## src/design/surf_wb_pkg.sv

```systemverilog
`default_nettype none

package surf_wb_pkg;

    // host side Wishbone port
    localparam int WB_ADR_W = 25;
    localparam int WB_DAT_W = 32;
    localparam int WB_SEL_W = 4;

    // address bits that reach a remote board
    localparam int LINK_ADR_W = 22;

    // select 0 is reserved, selects 1 to NUM_LINKS map to link 0 to NUM_LINKS-1
    localparam int NUM_LINKS = 7;
    localparam int SEL_W = 3;

endpackage

`default_nettype wire

```

## src/design/rackctl_link_pkg.sv

```systemverilog
`default_nettype none

package rackctl_link_pkg;

    // frame is one start bit, then header and data, MSB first
    localparam int HDR_W = 32;
    localparam int FRAME_BITS = 64;
    localparam int BIT_CNT_W = $clog2(FRAME_BITS + 2);
    localparam logic [BIT_CNT_W-1:0] TX_BIT_COUNT = BIT_CNT_W'(FRAME_BITS + 1);
    localparam logic [BIT_CNT_W-1:0] RX_BIT_COUNT = BIT_CNT_W'(FRAME_BITS);
    localparam logic [BIT_CNT_W-1:0] CNT_LAST = BIT_CNT_W'(1);

    // cycles from tx_done to the response start bit
    localparam int RSP_TIMEOUT = 256;
    // start bit to rx_valid: two sync flops, then the data bits
    localparam int RX_LATENCY = FRAME_BITS + 3;
    localparam int RSP_DEADLINE = RSP_TIMEOUT + RX_LATENCY;
    localparam int TMO_W = $clog2(RSP_DEADLINE);
    localparam logic [TMO_W-1:0] TMO_LAST = TMO_W'(RSP_DEADLINE - 1);

    // response status, 2'b00 is never sent and is taken as an error
    localparam logic [1:0] RSP_ACK = 2'd1;
    localparam logic [1:0] RSP_ERR = 2'd2;
    localparam logic [1:0] RSP_RTY = 2'd3;

    // link bridge states
    localparam logic [1:0] BR_IDLE = 2'd0;
    localparam logic [1:0] BR_SEND = 2'd1;
    localparam logic [1:0] BR_WAIT = 2'd2;
    localparam logic [1:0] BR_RESP = 2'd3;

    // same header word, request going out and response coming back
    typedef union packed {
        struct packed {
            logic                                                 we;
            logic [surf_wb_pkg::WB_SEL_W-1:0]                     sel;
            logic [surf_wb_pkg::LINK_ADR_W-1:0]                   adr;
            logic [HDR_W-1-surf_wb_pkg::WB_SEL_W-surf_wb_pkg::LINK_ADR_W-1:0] rsvd;
        } req;
        struct packed {
            logic [1:0]       status;
            logic [HDR_W-3:0] rsvd;
        } rsp;
    } rackctl_hdr_u;

endpackage

`default_nettype wire

```

## src/design/rackctl_frame_rx.sv

```systemverilog
`timescale 1ns/1ps
`default_nettype none

module rackctl_frame_rx (
    input  logic                                    wb_clk_i,
    input  logic                                    rst_i,
    input  logic                                    line_i,
    output logic                                    rx_valid_o,
    output logic [rackctl_link_pkg::FRAME_BITS-1:0] rx_frame_o
);

    logic                                    sync1_q;
    logic                                    sync2_q;
    logic [rackctl_link_pkg::BIT_CNT_W-1:0]  bit_cnt;
    logic [rackctl_link_pkg::FRAME_BITS-1:0] shift_q;
    logic                                    valid_q;

    always_ff @(posedge wb_clk_i) begin
        if (rst_i) begin
            sync1_q <= 1'b0;
            sync2_q <= 1'b0;
            bit_cnt <= '0;
            valid_q <= 1'b0;
        end else begin
            sync1_q <= line_i;
            sync2_q <= sync1_q;
            valid_q <= 1'b0;
            if (bit_cnt == '0) begin
                // idle, a high sample is the start bit
                if (sync2_q) begin
                    bit_cnt <= rackctl_link_pkg::RX_BIT_COUNT;
                end
            end else begin
                bit_cnt <= bit_cnt - 1'b1;
                if (bit_cnt == rackctl_link_pkg::CNT_LAST) begin
                    valid_q <= 1'b1;
                end
            end
        end
    end

    // data bits arrive MSB first
    always_ff @(posedge wb_clk_i) begin
        if (bit_cnt != '0) begin
            shift_q <= {shift_q[rackctl_link_pkg::FRAME_BITS-2:0], sync2_q};
        end
    end

    assign rx_valid_o = valid_q;
    assign rx_frame_o = shift_q;

endmodule

`default_nettype wire

```

## src/design/rackctl_frame_tx.sv

```systemverilog
`timescale 1ns/1ps
`default_nettype none

module rackctl_frame_tx (
    input  logic                                    wb_clk_i,
    input  logic                                    rst_i,
    input  logic                                    tx_start_i,
    input  logic [rackctl_link_pkg::FRAME_BITS-1:0] tx_frame_i,
    output logic                                    tx_done_o,
    output logic                                    line_o
);

    // start bit sits above the frame
    logic [rackctl_link_pkg::FRAME_BITS:0]  shift_q;
    logic [rackctl_link_pkg::BIT_CNT_W-1:0] bit_cnt;

    // bits still to go on the line, zero when idle
    always_ff @(posedge wb_clk_i) begin
        if (rst_i) begin
            bit_cnt <= '0;
        end else if (tx_start_i) begin
            bit_cnt <= rackctl_link_pkg::TX_BIT_COUNT;
        end else if (bit_cnt != '0) begin
            bit_cnt <= bit_cnt - 1'b1;
        end
    end

    always_ff @(posedge wb_clk_i) begin
        if (tx_start_i) begin
            shift_q <= {1'b1, tx_frame_i};
        end else begin
            shift_q <= {shift_q[rackctl_link_pkg::FRAME_BITS-1:0], 1'b0};
        end
    end

    // line held low whenever nothing is being sent
    assign line_o = (bit_cnt != '0) && shift_q[rackctl_link_pkg::FRAME_BITS];

    // high together with the last data bit
    assign tx_done_o = (bit_cnt == rackctl_link_pkg::CNT_LAST);

endmodule

`default_nettype wire

```

## src/design/rackctl_wb_bridge.sv

```systemverilog
`timescale 1ns/1ps
`default_nettype none

module rackctl_wb_bridge (
    input  logic                                wb_clk_i,
    input  logic                                rst_i,
    input  logic                                cyc_i,
    input  logic                                stb_i,
    input  logic                                we_i,
    input  logic [surf_wb_pkg::LINK_ADR_W-1:0]  adr_i,
    input  logic [surf_wb_pkg::WB_SEL_W-1:0]    sel_i,
    input  logic [surf_wb_pkg::WB_DAT_W-1:0]    dat_i,
    output logic [surf_wb_pkg::WB_DAT_W-1:0]    dat_o,
    output logic                                ack_o,
    output logic                                err_o,
    output logic                                rty_o,
    output logic                                bridge_err_o,
    input  logic                                err_rst_i,
    output logic                                rackctl_tx_o,
    input  logic                                rackctl_rx_i
);

    rackctl_link_pkg::rackctl_hdr_u            req_hdr;
    rackctl_link_pkg::rackctl_hdr_u            rsp_hdr;
    logic [1:0]                                state;
    logic [rackctl_link_pkg::TMO_W-1:0]        tmo_cnt;
    logic                                      tx_start;
    logic                                      tx_done;
    logic                                      rx_valid;
    logic [rackctl_link_pkg::FRAME_BITS-1:0]   tx_frame;
    logic [rackctl_link_pkg::FRAME_BITS-1:0]   rx_frame;
    logic                                      ack_q;
    logic                                      err_q;
    logic                                      rty_q;
    logic                                      berr_q;
    logic [surf_wb_pkg::WB_DAT_W-1:0]          dat_q;

    // request header, host holds these until the response
    always_comb begin
        req_hdr.req.we = we_i;
        req_hdr.req.sel = sel_i;
        req_hdr.req.adr = adr_i;
        req_hdr.req.rsvd = '0;
    end

    assign tx_frame = {req_hdr, we_i ? dat_i : {surf_wb_pkg::WB_DAT_W{1'b0}}};
    assign rsp_hdr = rx_frame[rackctl_link_pkg::FRAME_BITS-1 -: rackctl_link_pkg::HDR_W];

    always_ff @(posedge wb_clk_i) begin
        if (rst_i) begin
            state <= rackctl_link_pkg::BR_IDLE;
            tx_start <= 1'b0;
            tmo_cnt <= '0;
            ack_q <= 1'b0;
            err_q <= 1'b0;
            rty_q <= 1'b0;
            berr_q <= 1'b0;
        end else begin
            tx_start <= 1'b0;
            if (err_rst_i) begin
                berr_q <= 1'b0;
            end
            case (state)
                rackctl_link_pkg::BR_IDLE: begin
                    if (cyc_i && stb_i) begin
                        tx_start <= 1'b1;
                        state <= rackctl_link_pkg::BR_SEND;
                    end
                end
                rackctl_link_pkg::BR_SEND: begin
                    if (tx_done) begin
                        tmo_cnt <= '0;
                        state <= rackctl_link_pkg::BR_WAIT;
                    end
                end
                rackctl_link_pkg::BR_WAIT: begin
                    tmo_cnt <= tmo_cnt + 1'b1;
                    if (rx_valid) begin
                        case (rsp_hdr.rsp.status)
                            rackctl_link_pkg::RSP_ACK: ack_q <= 1'b1;
                            rackctl_link_pkg::RSP_RTY: rty_q <= 1'b1;
                            default: err_q <= 1'b1;
                        endcase
                        state <= rackctl_link_pkg::BR_RESP;
                    end else if (tmo_cnt == rackctl_link_pkg::TMO_LAST) begin
                        // board never answered, flag it until err_rst_i
                        err_q <= 1'b1;
                        berr_q <= 1'b1;
                        state <= rackctl_link_pkg::BR_RESP;
                    end
                end
                default: begin
                    ack_q <= 1'b0;
                    err_q <= 1'b0;
                    rty_q <= 1'b0;
                    state <= rackctl_link_pkg::BR_IDLE;
                end
            endcase
        end
    end

    always_ff @(posedge wb_clk_i) begin
        if (state == rackctl_link_pkg::BR_WAIT && rx_valid) begin
            dat_q <= rx_frame[surf_wb_pkg::WB_DAT_W-1:0];
        end
    end

    assign dat_o = dat_q;
    assign ack_o = ack_q;
    assign err_o = err_q;
    assign rty_o = rty_q;
    assign bridge_err_o = berr_q;

    rackctl_frame_tx u_tx (
        .wb_clk_i   (wb_clk_i),
        .rst_i      (rst_i),
        .tx_start_i (tx_start),
        .tx_frame_i (tx_frame),
        .tx_done_o  (tx_done),
        .line_o     (rackctl_tx_o)
    );

    rackctl_frame_rx u_rx (
        .wb_clk_i   (wb_clk_i),
        .rst_i      (rst_i),
        .line_i     (rackctl_rx_i),
        .rx_valid_o (rx_valid),
        .rx_frame_o (rx_frame)
    );

    // a response is up only in the respond state, and then exactly one strobe
    a_one_rsp: assert property (@(posedge wb_clk_i) disable iff (rst_i)
        (state == rackctl_link_pkg::BR_RESP) ? $onehot({ack_o, err_o, rty_o})
                                             : ({ack_o, err_o, rty_o} == 3'b000));

    a_tx_idle: assert property (@(posedge wb_clk_i) disable iff (rst_i)
        tx_start |-> (u_tx.bit_cnt == '0));

endmodule

`default_nettype wire

```

## src/design/surf_bridge.sv

```systemverilog
`timescale 1ns/1ps
`default_nettype none

module surf_bridge (
    input  logic                                 wb_clk_i,
    input  logic                                 rst_i,
    input  logic                                 cyc_i,
    input  logic                                 stb_i,
    input  logic                                 we_i,
    input  logic [surf_wb_pkg::WB_ADR_W-1:0]     adr_i,
    input  logic [surf_wb_pkg::WB_SEL_W-1:0]     sel_i,
    input  logic [surf_wb_pkg::WB_DAT_W-1:0]     dat_i,
    input  logic [surf_wb_pkg::SEL_W-1:0]        select_i,
    output logic [surf_wb_pkg::WB_DAT_W-1:0]     dat_o,
    output logic                                 ack_o,
    output logic                                 err_o,
    output logic                                 rty_o,
    output logic [surf_wb_pkg::NUM_LINKS-1:0]    bridge_err_o,
    input  logic                                 err_rst_i,
    output logic [surf_wb_pkg::NUM_LINKS-1:0]    rackctl_tx_o,
    input  logic [surf_wb_pkg::NUM_LINKS-1:0]    rackctl_rx_i
);

    logic [surf_wb_pkg::NUM_LINKS-1:0]                          link_cyc;
    logic [surf_wb_pkg::NUM_LINKS-1:0]                          link_stb;
    logic [surf_wb_pkg::NUM_LINKS-1:0]                          link_ack;
    logic [surf_wb_pkg::NUM_LINKS-1:0]                          link_err;
    logic [surf_wb_pkg::NUM_LINKS-1:0]                          link_rty;
    logic [surf_wb_pkg::NUM_LINKS-1:0][surf_wb_pkg::WB_DAT_W-1:0] link_dat;

    wb_link_select u_select (
        .wb_clk_i   (wb_clk_i),
        .rst_i      (rst_i),
        .cyc_i      (cyc_i),
        .stb_i      (stb_i),
        .select_i   (select_i),
        .dat_o      (dat_o),
        .ack_o      (ack_o),
        .err_o      (err_o),
        .rty_o      (rty_o),
        .link_cyc_o (link_cyc),
        .link_stb_o (link_stb),
        .link_dat_i (link_dat),
        .link_ack_i (link_ack),
        .link_err_i (link_err),
        .link_rty_i (link_rty)
    );

    // address, data, sel and we fan out to every link, only cyc/stb are per link
    for (genvar i = 0; i < surf_wb_pkg::NUM_LINKS; i++) begin : g_link
        rackctl_wb_bridge u_bridge (
            .wb_clk_i     (wb_clk_i),
            .rst_i        (rst_i),
            .cyc_i        (link_cyc[i]),
            .stb_i        (link_stb[i]),
            .we_i         (we_i),
            .adr_i        (adr_i[surf_wb_pkg::LINK_ADR_W-1:0]),
            .sel_i        (sel_i),
            .dat_i        (dat_i),
            .dat_o        (link_dat[i]),
            .ack_o        (link_ack[i]),
            .err_o        (link_err[i]),
            .rty_o        (link_rty[i]),
            .bridge_err_o (bridge_err_o[i]),
            .err_rst_i    (err_rst_i),
            .rackctl_tx_o (rackctl_tx_o[i]),
            .rackctl_rx_i (rackctl_rx_i[i])
        );
    end

endmodule

`default_nettype wire

```

## src/design/wb_link_select.sv

```systemverilog
`timescale 1ns/1ps
`default_nettype none

module wb_link_select (
    input  logic                                                       wb_clk_i,
    input  logic                                                       rst_i,
    input  logic                                                       cyc_i,
    input  logic                                                       stb_i,
    input  logic [surf_wb_pkg::SEL_W-1:0]                              select_i,
    output logic [surf_wb_pkg::WB_DAT_W-1:0]                           dat_o,
    output logic                                                       ack_o,
    output logic                                                       err_o,
    output logic                                                       rty_o,
    output logic [surf_wb_pkg::NUM_LINKS-1:0]                          link_cyc_o,
    output logic [surf_wb_pkg::NUM_LINKS-1:0]                          link_stb_o,
    input  logic [surf_wb_pkg::NUM_LINKS-1:0][surf_wb_pkg::WB_DAT_W-1:0] link_dat_i,
    input  logic [surf_wb_pkg::NUM_LINKS-1:0]                          link_ack_i,
    input  logic [surf_wb_pkg::NUM_LINKS-1:0]                          link_err_i,
    input  logic [surf_wb_pkg::NUM_LINKS-1:0]                          link_rty_i
);

    logic [surf_wb_pkg::SEL_W-1:0] sel_q;
    logic [surf_wb_pkg::SEL_W-1:0] link_idx;
    logic                          cs_q;
    logic                          bad_err_q;
    logic                          sel_ok;
    logic                          sel_q_ok;

    assign sel_ok = (select_i != '0) &&
                    (select_i <= surf_wb_pkg::SEL_W'(surf_wb_pkg::NUM_LINKS));

    // one-hot cycle per link, select n goes to link n-1
    always_comb begin
        for (int i = 0; i < surf_wb_pkg::NUM_LINKS; i++) begin
            link_cyc_o[i] = cyc_i && (select_i == surf_wb_pkg::SEL_W'(i + 1));
            link_stb_o[i] = stb_i && (select_i == surf_wb_pkg::SEL_W'(i + 1));
        end
    end

    // bad selects get a single err, on the cycle after the strobe first shows up
    always_ff @(posedge wb_clk_i) begin
        if (rst_i) begin
            cs_q <= 1'b0;
            bad_err_q <= 1'b0;
            sel_q <= '0;
        end else begin
            cs_q <= cyc_i && stb_i;
            bad_err_q <= cyc_i && stb_i && !cs_q && !sel_ok;
            if (cyc_i && stb_i) begin
                sel_q <= select_i;
            end
        end
    end

    assign sel_q_ok = (sel_q != '0) &&
                      (sel_q <= surf_wb_pkg::SEL_W'(surf_wb_pkg::NUM_LINKS));
    assign link_idx = sel_q - 1'b1;

    // responses come straight from the link picked by the held select
    assign dat_o = sel_q_ok ? link_dat_i[link_idx] : '0;
    assign ack_o = sel_q_ok && link_ack_i[link_idx];
    assign rty_o = sel_q_ok && link_rty_i[link_idx];
    assign err_o = bad_err_q || (sel_q_ok && link_err_i[link_idx]);

    // one host cycle in flight, so at most one link answers at a time
    a_one_link: assert property (@(posedge wb_clk_i) disable iff (rst_i)
        $onehot0(link_ack_i | link_err_i | link_rty_i));

endmodule

`default_nettype wire

```

## config.mk

```make
export PLATFORM = sky130hd
export DESIGN_NAME = surf_bridge
export DESIGN_NICKNAME = d
export VERILOG_FILES = /design/src/design/surf_wb_pkg.sv /design/src/design/rackctl_link_pkg.sv /design/src/design/rackctl_frame_rx.sv /design/src/design/rackctl_frame_tx.sv /design/src/design/rackctl_wb_bridge.sv /design/src/design/surf_bridge.sv /design/src/design/wb_link_select.sv
export SDC_FILE = /design/constraint.sdc
export NUM_CORES = 2
export LEC_CHECK = 0
export ABC_CLOCK_PERIOD_IN_PS = 3740
export BUFFER_PORTS_ARGS = -buffer_cell sky130_fd_sc_hd__buf_4
export CAP_MARGIN = 5
export CORE_ASPECT_RATIO = 1.2
export CORE_MARGIN = 2
export CORE_UTILIZATION = 30
export CTS_BUF_LIST = sky130_fd_sc_hd__clkbuf_8
export DETAILED_ROUTE_END_ITERATION = 12
export SYNTH_ARGS = -nofsm -noshare
export SYNTH_HDL_FRONTEND = slang
export SYNTH_SLANG_ARGS = --single-unit
```

## constraint.sdc

```tcl
create_clock -name wb_clk_i -period 3.74 [get_ports wb_clk_i]
set_input_delay 0.748 -clock wb_clk_i [delete_from_list [all_inputs] [get_ports wb_clk_i]]
set_output_delay 0.748 -clock wb_clk_i [all_outputs]
set_load 0.005 [all_outputs]
```

==> metrics.csv <==
metric,value,unit
status,finished with violations,
violations,DRC,
yosys-top-cells-area,"edfxtp_1 41%, dfxtp_1 28%, mux2_2 10%, ha_1 2.2%, mux4_2 1.6%",
overflow,0,
synth_ff_type,dfxtp_1,
path_clk_slew,0.06,ns
ys_types,78,
drive_gt1_frac,0.2900,
clock_path_buffers,3,
io_pins,126,
p_sw_frac,0.2840,
syn_avg_cell_area,14.89,sq um
synthCells,3269,
ir_worst_vdd,0.0005865,V
die_w,371.7,um
max_freq,0.2751,GHz
rows,161,
wl_per_cell,17.23,um
grt_pass1_vias,27200,
critPathLaunchType,register,
yosysWarnings,0,
drtPass1Iterations,9,
relSlewSlack,0.3081,
cts_tree,yes,
synth_commonest_cells,"691 x dfxtp_1, 672 x edfxtp_1, 447 x mux2_2, 120 x nor2_1, 102 x nor3_1",
clockRootBuffer,clkbuf_8,
maxCapViolations,0,
start_util,0.3027,
synth_top_cell_by_area,edfxtp_1,
cts.sinks,1363,
hpwlAfterDp,57920,um
synth_most_common_cell,dfxtp_1,
arrival,2.89,ns
switchingPower,12.15,mW
coreArea,160800,sq um
vias,26660,
ys_seq_elements,1363,
fillerInstances,15400,
drt_iter0_markers,1528,
seq_area_frac_synth,0.6989,
crit_type,register to primary output,
die_h,445.2,um
cts_max_level,4,
path_max_fanout,7,
p_total,42.79,mW
postSynth.asyncResetShare,0,
drc_errors,2,
antenna_found_initial,11,
avgViaCountPerCell,4.575,
synth_edf_count,672,
clkPwrFrac,0.289,
clk_latency,0.96,ns
p_seq_frac,0.551,
synth_top_area_frac,0.4147,
cts_buffers,213,
die_area,165500,sq um
internal_power,30.64,mW
critPathRequiredTime,2.99,ns
p_comb_frac,0.160,
gp_congestion,0.7462,
grt_pass1_wl,155200,um
setup_tns,0,ns
grtUsageTotal,0.1199,
grt_start_max_net_pins,68,
post-route-period-util,0.9720,
drv_slew,0,
hold_path_class,input pin to register,
worst_pin_slew,1.024,ns
min_period,3.635,ns
leakagePower,21.37,nW
setup_viol,0,
p_per_area,744.6,nW/um^2
skew,0.1032,ns
critPathCaptureType,primary output,
syn2layout_area_growth,18.09,%
syn_nets,3430,
port_buffers,122,
final_nets,3695,
wl,100400,um
rsz0062_at_grt,true,
ant_nets,0,
hold_viol,0,
synth_area,48670,sq um
==> through the flow <==
step,std cells,util,worst slack (ns),cell area [sq um],hold WS [ns]
final,5828,0.3575,0.1048,57470,0.1278
after CTS,5822,0.3566,-0.04341,57320,0.001226
after global routing,5827,0.3575,-0.07007,57470,0.03061
after global placement,5402,0.3236,0.6220,52020,0.3967
after detailed placement,5402,0.3236,0.6195,52020,0.3952
after floorplan,3269,-,0.4130,48670,0.3895
==> registers in the layout, summed over array words and instances (netlist names), 7 cells and up <==
name / flops
g_link.u_bridge.u_tx.shift_q: 455
g_link.u_bridge.rty_o: 7
g_link.u_bridge.u_rx.sync1_q: 7
g_link.u_bridge.u_tx.bit_cnt: 49
g_link.u_bridge.tx_start: 7
g_link.u_bridge.ack_o: 7
g_link.u_bridge.dat_o: 224
g_link.u_bridge.bridge_err_o: 7
g_link.u_bridge.u_rx.bit_cnt: 49
g_link.u_bridge.state: 14
g_link.u_bridge.tmo_cnt: 63
g_link.u_bridge.err_o: 7
g_link.u_bridge.u_rx.sync2_q: 7
g_link.u_bridge.u_rx.rx_valid_o: 7
g_link.u_bridge.u_rx.rx_frame_o: 448
==> per-layer routing <==
layer,share of wire,up-vias,GRT usage
met4,0.021,10,0.03655
met2,0.46,638,0.1898
met1,0.45,13250,0.1550
met3,0.071,187,0.03945
met5,0.00066,-,0
li1,-,12580,-
==> cell families after synthesis <==
group | after synthesis | synth area share
xor gates and xnor gates | 62 | 0.01116
and+or+nand+nor | 737 | 0.08585
buffers and inverters | 234 | 0.01944
muxes | 494 | 0.1221
adders and majority gates | 84 | 0.02160
DFF | 1363 | 0.6989
AOI/OAI and AO/OA | 295 | 0.04096
==> critical path, stage by stage, from the launching register on <==
cell and delay [ns]:
dfxtp_4 0.35, inv_4 0.06, ha_4 0.14, xor2_4 0.17, buf_12 0.18, buf_12 0.14
buf_16 0.13, mux2_4 0.31, a211oi_4 0.22, nor3_2 0.08, buf_4 0.16
==> worst paths after layout <==
kind	from	endpoint	slack, ns	cells past startpoint
max	u_select.sel_q[0]	dat_o[9]	0.10	10
min	adr_i[10]	g_link[1].u_bridge.u_tx.shift_q[47]	0.13	2
max reg2reg	g_link[3].u_bridge.u_rx.bit_cnt[2]	g_link[3].u_bridge.u_rx.rx_frame_o[56]	1.04	4
min reg2reg	g_link[6].u_bridge.u_rx.rx_frame_o[55]	g_link[6].u_bridge.u_rx.rx_frame_o[56]	0.40	0
==> area by class of cell <==
type / count / area, sq um / area share
inverter: 98 / 372.9 / 0.006488
timing repair buffer: 186 / 1901 / 0.03307
clock buffer: 236 / 3248 / 0.05652
multi-input combinational: 1672 / 14220 / 0.2475
sequential: 1363 / 34050 / 0.5924
tap: 2119 / 2651 / 0.04614
antenna: 5 / 12.51 / 0.0002177
clock inverter: 149 / 1016 / 0.01768
==> cell usage in the layout, fill, tap and decap left out, drive strengths merged, types with 95 or more instances in the layout <==
cell	instances
nor2b	97
nor2	120
buf	170
mux2	447
nand2	95
inv	202
dfxtp	691
clkbuf	238
edfxtp	672
nor3	102
==> what timing repair did <==
| item | 4_1_cts | 5_1_grt |
|---|---|---|
| setup endpoints to repair | 35 | 35 |
| pin swaps | 30 | 16 |
| endpoints found under the hold margin | 14 | 0 |
| cloned | 11 | 2 |
| hold buffers | 11 | 0 |
| resized for setup | 97 | 23 |
| buffers inserted | 13 | 0 |
==> power by group through the flow <==
stage          combinational, mW  sequential, mW  clock [mW]
6_report                    6.86            23.6        12.4
5_1_grt                     7.69            24.0        13.4
4_1_cts                     6.95            23.6        12.8
3_5_place_dp                6.69            23.8           0
3_3_place_gp                6.46            23.7           0
2_1_floorplan               4.84            23.0           0
Note: power is estimated with default switching activity, not from simulation.
